File: src/core_defs.svh
`ifndef CORE_DEFS_SVH
`define CORE_DEFS_SVH

// datapath and instruction widths
`define XLEN     32
`define INST_LEN 32

`define REG_NUM  32
`define RESET_PC 32'h0000_0000
`define A0_IDX   10

`endif

File: src/core_pkg.sv
`include "core_defs.svh"

package core_pkg;

    typedef logic [$clog2(`REG_NUM)-1:0] reg_idx_t;

    typedef enum logic [3:0] {
        ALU_ADD,
        ALU_SUB,
        ALU_SLL,
        ALU_SLT,
        ALU_SLTU,
        ALU_XOR,
        ALU_SRL,
        ALU_SRA,
        ALU_OR,
        ALU_AND,
        // lui passes the immediate through
        ALU_PASS_B
    } alu_op_e;

    typedef enum logic [1:0] {
        BR_NONE,
        BR_BEQ,
        BR_BNE,
        BR_JAL
    } br_kind_e;

    typedef struct packed {
        logic [`XLEN-1:0]     pc;
        logic [`INST_LEN-1:0] inst;
    } if_id_t;

    typedef struct packed {
        logic [`XLEN-1:0]     pc;
        logic [`INST_LEN-1:0] inst;
        logic [`XLEN-1:0]     rs1_val;
        logic [`XLEN-1:0]     rs2_val;
        logic [`XLEN-1:0]     imm;
        reg_idx_t             rs1_idx;
        reg_idx_t             rs2_idx;
        reg_idx_t             rd_idx;
        alu_op_e              alu_op;
        br_kind_e             br_kind;
        logic                 we;
        logic                 use_imm;
    } id_ex_t;

    typedef struct packed {
        logic [`XLEN-1:0]     pc;
        logic [`INST_LEN-1:0] inst;
        logic [`XLEN-1:0]     result;
        reg_idx_t             rd_idx;
        logic                 we;
    } ex_wb_t;

endpackage

File: src/fetch_unit.sv
`include "core_defs.svh"

module fetch_unit import core_pkg::*; (
    input  logic             clk,
    input  logic             rst_i,
    input  logic             redirect_i,
    input  logic [`XLEN-1:0] target_i,
    input  logic [`XLEN-1:0] sram_rdata_i,
    input  logic             sram_data_valid_i,
    output logic [`XLEN-1:0] sram_addr_o,
    output logic             sram_ren_o,
    output logic             fetch_valid_o,
    output if_id_t           fetch_o
);
    typedef enum logic [1:0] {S_IDLE, S_WAIT, S_DROP} state_e;

    state_e           state_q;
    logic [`XLEN-1:0] pc_q;
    logic [`XLEN-1:0] addr_q;

    always_ff @(posedge clk) begin
        if (rst_i) begin
            state_q <= S_IDLE;
            pc_q    <= `RESET_PC;
        end else begin
            case (state_q)
                S_IDLE: state_q <= S_WAIT;
                S_WAIT: begin
                    if (redirect_i) begin
                        pc_q    <= target_i;
                        state_q <= sram_data_valid_i ? S_IDLE : S_DROP;
                    end else if (sram_data_valid_i) begin
                        pc_q    <= addr_q + 'd4;
                        state_q <= S_IDLE;
                    end
                end
                S_DROP: begin
                    if (redirect_i) begin
                        pc_q <= target_i;
                    end
                    // stale word arrives and is thrown away
                    if (sram_data_valid_i) begin
                        state_q <= S_IDLE;
                    end
                end
                default: state_q <= S_IDLE;
            endcase
        end
    end

    // request address held while the request is open
    always_ff @(posedge clk) begin
        if (state_q == S_IDLE) begin
            addr_q <= redirect_i ? target_i : pc_q;
        end
    end

    assign sram_ren_o    = (state_q != S_IDLE);
    assign sram_addr_o   = addr_q;
    assign fetch_valid_o = (state_q == S_WAIT) && sram_data_valid_i && !redirect_i;
    assign fetch_o.pc    = addr_q;
    assign fetch_o.inst  = sram_rdata_i;

endmodule

File: config.mk
export PLATFORM = sky130hd
export DESIGN_NAME = fetch_unit
export DESIGN_NICKNAME = d
export VERILOG_FILES = /design/src/core_pkg.sv /design/src/fetch_unit.sv
export VERILOG_INCLUDE_DIRS = /design/src /design/src/src
export SDC_FILE = /design/constraint.sdc
export NUM_CORES = 1
export LEC_CHECK = 0
export ABC_AREA = 1
export BUFFER_PORTS_ARGS = -buffer_cell sky130_fd_sc_hd__buf_2
export CELL_PAD_IN_SITES_DETAIL_PLACEMENT = 1
export CELL_PAD_IN_SITES_GLOBAL_PLACEMENT = 1
export CORE_MARGIN = 8
export CORE_UTILIZATION = 35
export DETAILED_ROUTE_END_ITERATION = 8
export PLACE_DENSITY = 0.81
export SLEW_MARGIN = 20
export SYNTH_ARGS = -nofsm -noshare
export SYNTH_HDL_FRONTEND = slang
export SYNTH_SLANG_ARGS = --single-unit
File: constraint.sdc
create_clock -name clk -period 2.5 [get_ports clk]
set_input_delay 0.125 -clock clk [delete_from_list [all_inputs] [get_ports clk]]
set_output_delay 0.125 -clock clk [all_outputs]
set_load 0.01 [all_outputs]
==> results of run 1 <==
==> worst register-to-register path: stages, from the launching register on <==
cell and delay [ps]:
dfxtp_1 420, inv_2 70, nand2_2 90, buf_4 400
a211oi_1 140, dlygate4sd3_1 590
==> synth_stat cells, drive strengths merged <==
cell type / count / area (µm²)
clkbuf: 6 / 22.5
edfxtp: 32 / 961
a31oi: 7 / 43.8
a211oi: 5 / 37.5
nor2: 45 / 231
buf: 79 / 573
dfxtp: 34 / 681
a21oi: 24 / 146
ha: 1 / 12.5
xnor2: 1 / 8.76
inv: 56 / 210
or2: 3 / 18.8
o21bai: 4 / 30.0
o31ai: 1 / 7.51
o21ai: 39 / 195
nand2: 198 / 773
nand3: 41 / 235
o2111ai: 1 / 8.76
o211ai: 19 / 143
a41oi: 1 / 8.76
nor4: 1 / 6.26
and2: 1 / 6.26
nor3: 1 / 5.00
nand4: 1 / 6.26
==> repair_timing <==
action,CTS,global route
hold buffers,3,0
gates resized for setup,0,0
hold endpoints to repair,2,0
==> area by class of cell <==
| class | instances | area (µm²) |
|---|---|---|
| Fill cell | 1627 | 7500 |
| Multi-Input combinational cell | 394 | 1930 |
| Sequential cell | 66 | 1640 |
| Timing Repair Buffer | 109 | 598 |
| Clock buffer | 9 | 225 |
| Tap cell | 172 | 215 |
| Inverter | 56 | 210 |
| Clock inverter | 7 | 93.8 |
==> worst min-delay path by stage <==
stage | startpoint | to | cells past startpoint
after floorplan | rst_i | pc_q[3] | 1
after global placement | sram_rdata_i[0] | fetch_o[0] | 0
after detailed placement | sram_rdata_i[0] | fetch_o[0] | 0
after CTS | target_i[0] | sram_addr_o[0] | 3
after global routing | target_i[3] | sram_addr_o[3] | 3
final | target_i[1] | sram_addr_o[1] | 3
==> sequential cells by signal (all words and copies together), names as in the netlist <==
register / count
sram_addr_o: 32
pc_q: 32
state_q: 2
==> cell families after synthesis <==
kind of cell,count (synthesis),share of synthesized area (%)
AND/OR/NAND/NOR,291,29.3
buffers and inverters,141,18.4
AO/OA/AOI/OAI,101,14.2
adder cells (fa/ha/maj),1,0.286
XOR/XNOR,1,0.200
flip-flops,66,37.5
==> layer usage <==
metal  vias to the layer above  global-route usage [%]
met3                        28                    3.91
met2                        93                    32.2
met1                      2004                    19.7
met4                         0                    8.53
li1                       1967                       -
met5                         -                       0
==> power by group through the flow <==
stage | combinational (µW) | clock [µW] | sequential [µW]
2_1_floorplan | 497 | 0 | 1420
3_3_place_gp | 629 | 0 | 1430
3_5_place_dp | 656 | 0 | 1440
4_1_cts | 665 | 1370 | 1420
5_1_grt | 729 | 1410 | 1440
6_report | 653 | 1360 | 1420
==> metrics by stage <==
stage / instance area, µm² / std cells
3_5_place_dp: 4570 / 794
2_1_floorplan: 4370 / 601
4_1_cts: 4920 / 813
5_1_grt: 4920 / 813
3_3_place_gp: 4570 / 794
6_report: 4920 / 813
==> impl_metrics.ini, run 1 <==
[timing]
worst_pin_slew_ps = 933
setup_violations = 0
hold_viol_final = 0
fmax_ghz = 0.546
fin_hold_ws_ps = 87.9
setup_slack_ps = 668
rsz0062_at_grt = false
post-route-period-util_pct = 73.3
tns_ps = 0
period_needed_ps = 1830
fin_worst_skew_ps = 5.48
slew_violations = 0
max_slew_margin_pct = 37.7

[setup_path]
crit_path_end = state_q[1]
critical_path.top_delay_family = buffers and inverters
cp.depth = 5
cp.required_ps = 2720
r2r.worst_path.cells = 5
start_kind = register
path_cells = inv_2 -> nand2_2 -> buf_4 -> a211oi_1 -> dlygate4sd3_1
cp-startpoint = state_q[0]
crit_fanout = 33
worstSetupPathType = reg -> reg
critPathBufInv = 3
cp_slowest_cell = dlygate4sd3_1
regToRegSetupSlack_ps = 670
end_kind = register
r2r-end = state_q[1]
max_stage_delay_ps = 590
r2r-start = state_q[0]
cp.arrival_ps = 2050

[layout]
mostFrequentLayoutCells = nand2_1, buf_2, inv_1
diodes = 0
final_common_cell = nand2_1
drive_above_1_share_pct = 25.3
syn2layout_area_growth_pct = 12.4
final_util_pct = 39.6
nNetsFinal = 705

[clocking]
cts_buffers = 9
cts-root-buf = clkbuf_16
clockBufferDepth = 2
cts.clk_slew.worst_paths_ps = 60
htreeDepth = 3
cts_setup_buffers = 0
insertion_delay_ps = 340
cts_tree = built
clock_sinks = 66

[power_and_ir_drop]
cellLeakagePower_uw = 0.00231
p_switching_uw = 1050
peakVddDrop_uv = 270
clkPwrFrac_pct = 39.6
netSwitchingFraction_pct = 30.6
finalPower_uw = 3440
pwr-share-seq_pct = 41.4
power.density_nw_per_um2 = 699
comb_power_share_pct = 19.0
intPower_uw = 2390

[detailed_routing]
wl_met1_mm = 6.15
drc = 0
top_layer = met4
routed_wl_mm = 14.4
dr_wl_met3_um = 690
antenna_left = 0
wl_per_cell_um = 17.8
wl_met2_mm = 7.28
routed-via-count = 4092
vias_per_cell = 5.03
drtIter0Drc = 150
firstDrtPassIters = 4

[yosys]
ys_seq_area_share_pct = 37.6
synth_cells = 601
syn_avg_cell_area_um2 = 7.27
synth_fp_nets = 670
ys_ff_latch = 66
synth_cell_types = 35
yosysWarnings = 0
netlist_area_um2 = 4370

[global_routing]
grtUsageTotal_pct = 18.0
antenna_found_initial = 0
grt_max_degree = 60
grt.overflow.total = 0
grt_pass1_wl_mm = 23.3
grt_pass1_vias = 4532

[placed_design]
placement.io_buffers = 101
detailedPlacementHpwl_mm = 10.7
gp_congestion = 0.827
dp_slack_ps = 808

[die]
die_x_um = 128
num_io_pins = 166
core_region_area_um2 = 12400
dieHeight_um = 128
start_util_pct = 35.2
num_rows = 41
die_area_um2 = 16300

[flow_run]
cap_violations = 0

[outcome]
status = complete, no violations

[worst_hold_path]
holdCritPathClass = in -> reg
Power figures use the tool's default switching activity.
==> inputs of run 2 (changes only) <==
--- a/config.mk
+++ b/config.mk
@@ -11,9 +11,9 @@
 export CELL_PAD_IN_SITES_DETAIL_PLACEMENT = 1
 export CELL_PAD_IN_SITES_GLOBAL_PLACEMENT = 1
 export CORE_MARGIN = 8
-export CORE_UTILIZATION = 35
+export CORE_UTILIZATION = 31
 export DETAILED_ROUTE_END_ITERATION = 8
-export PLACE_DENSITY = 0.81
+export PLACE_DENSITY = 0.76
 export SLEW_MARGIN = 20
 export SYNTH_ARGS = -nofsm -noshare
 export SYNTH_HDL_FRONTEND = slang
==> constraint.sdc (replaced) <==
create_clock -name clk -period 1.6 [get_ports clk]
set_input_delay 0.08 -clock clk [delete_from_list [all_inputs] [get_ports clk]]
set_output_delay 0.08 -clock clk [all_outputs]
set_load 0.01 [all_outputs]
==> run 2 against run 1 <==
Setup slack got worse by 640 ps; total power grew 51%; die area increased by 11%; non-clock buffer count rose by 32; sequential share of layout area fell by 1.8 points; combinational power grew 85%; cell area rose by 5.9%.
==> impl_metrics.ini, run 2 (synthesis results as in run 1) <==
[outcome]
status = complete, no violations

[timing]
slew_violations = 0
worst_pin_slew_ps = 414
tns_ps = 0
max_slew_margin_pct = 72.4
hold_viol_final = 0
post-route-period-util_pct = 98.0
fmax_ghz = 0.638
rsz0062_at_grt = true
fin_worst_skew_ps = 4.90
setup_violations = 0
setup_slack_ps = 31.8
period_needed_ps = 1570

[layout]
final_common_cell = nand2_1
diodes = 0
drive_above_1_share_pct = 30.8
nNetsFinal = 737
mostFrequentLayoutCells = nand2_1, buf_2, inv_1
syn2layout_area_growth_pct = 19.0

[clocking]
cts_tree = built
insertion_delay_ps = 340
cts-root-buf = clkbuf_16
cts_buffers = 9
clock_sinks = 66
htreeDepth = 3
cts.clk_slew.worst_paths_ps = 60
clockBufferDepth = 2

[global_routing]
grtUsageTotal_pct = 15.8
met1_usage_pct = 18.2
use_met3_pct = 3.42
grt.overflow.total = 0
antenna_found_initial = 0
grt.met2_usage_pct = 27.6
grt_max_degree = 38
grt_busiest_layer = met2
grt_pass1_vias = 4493
grt_pass1_wl_mm = 23.0

[setup_path]
max_stage_delay_ps = 370
crit_fanout = 5
cp_slowest_cell = edfxtp_1
path_cells = ha_2 -> nand2_2 -> nor2_4 -> nand2_2 -> nor2_4 -> or2_2 -> nand3_1 -> a21oi_1
end_kind = register
worstSetupPathType = reg -> reg
cp.required_ps = 1870
regToRegSetupSlack_ps = 30
cp.arrival_ps = 1830
start_kind = register

[detailed_routing]
firstDrtPassIters = 4
routed-via-count = 4188
drtIter0Drc = 299
drc = 0
vias_per_cell = 4.91
wl_per_cell_um = 17.0
antenna_left = 0
routed_wl_mm = 14.5

[power_and_ir_drop]
power.density_nw_per_um2 = 999
cellLeakagePower_uw = 0.00246
peakVddDrop_uv = 492

[placed_design]
dp_slack_ps = -23.5
gp_congestion = 0.869
placement.io_buffers = 101
detailedPlacementHpwl_mm = 10.8

[die]
num_io_pins = 166
die_x_um = 135
core_region_area_um2 = 13800
start_util_pct = 31.6
die_area_um2 = 18200
dieHeight_um = 135
num_rows = 43

[worst_hold_path]
holdCritPathClass = in -> reg

[flow_run]
cap_violations = 0
==> run 2: cell types whose count changed in the layout (fill, tap and decap cells not counted), sizes merged <==
| cell | previous run | this run |
|---|---|---|
| clkbuf | 9 | 11 |
| buf | 106 | 138 |
| bufinv | 2 | 0 |
==> run 2: worst max-delay path, delay by kind of cell (launching register included) <==
| kind | cells | cell delay (ps) |
|---|---|---|
| compound gates | 1 | 150 |
| fa+ha+maj | 1 | 230 |
| simple gates | 6 | 730 |
| flops | 1 | 370 |
==> run 2: per-layer routing <==
metal,share of wire (%),up-vias
met2,50,88
met3,5.0,36
met5,0,-
met4,2.5,0
met1,42,2031
li1,-,2033
==> run 2: power breakdown <==
group	internal, µW	switching, µW
registers	1990	168
logic	484	722
clock network	1080	753
total	3560	1640
==> run 2: stage by stage <==
stage | util [%] | total power [µW] | instance area, µm² | hold slack (ps) | std cells
after floorplan | - | 2990 | 4380 | 149 | 601
after global placement | 34.5 | 3300 | 4770 | 160 | 823
after detailed placement | 34.5 | 3360 | 4770 | 160 | 823
after CTS | 36.7 | 5210 | 5080 | 26.5 | 842
after global routing | 37.6 | 5460 | 5200 | 43.0 | 853
final | 37.6 | 5200 | 5200 | 35.5 | 853
==> run 2: path summary, 6_finish.rpt <==
| path | startpoint | end | cells past startpoint |
|---|---|---|---|
| setup reg to reg | sram_addr_o[3] | pc_q[16] | 8 |
| setup / recovery | sram_addr_o[3] | pc_q[16] | 8 |
| hold / removal | target_i[0] | sram_addr_o[0] | 3 |
| hold reg to reg | pc_q[3] | pc_q[3] | 2 |
==> run 2: area by class of cell <==
| class | count | area, µm² |
|---|---|---|
| fillers | 1748 | 8620 |
| clock inverters | 5 | 30.0 |
| inverters | 56 | 210 |
| repair buffers | 141 | 876 |
| flip-flops and latches | 66 | 1640 |
| well taps | 180 | 225 |
| multi-input cells | 394 | 1980 |
| clock buffers | 11 | 243 |
==> run 2: timing repair <==
item	in CTS	in global routing
hold endpoints to repair	3	0
endpoints found under the setup margin	2	27
pin swaps	0	5
setup buffers	0	11
hold buffers	3	0
gates resized for setup	1	15
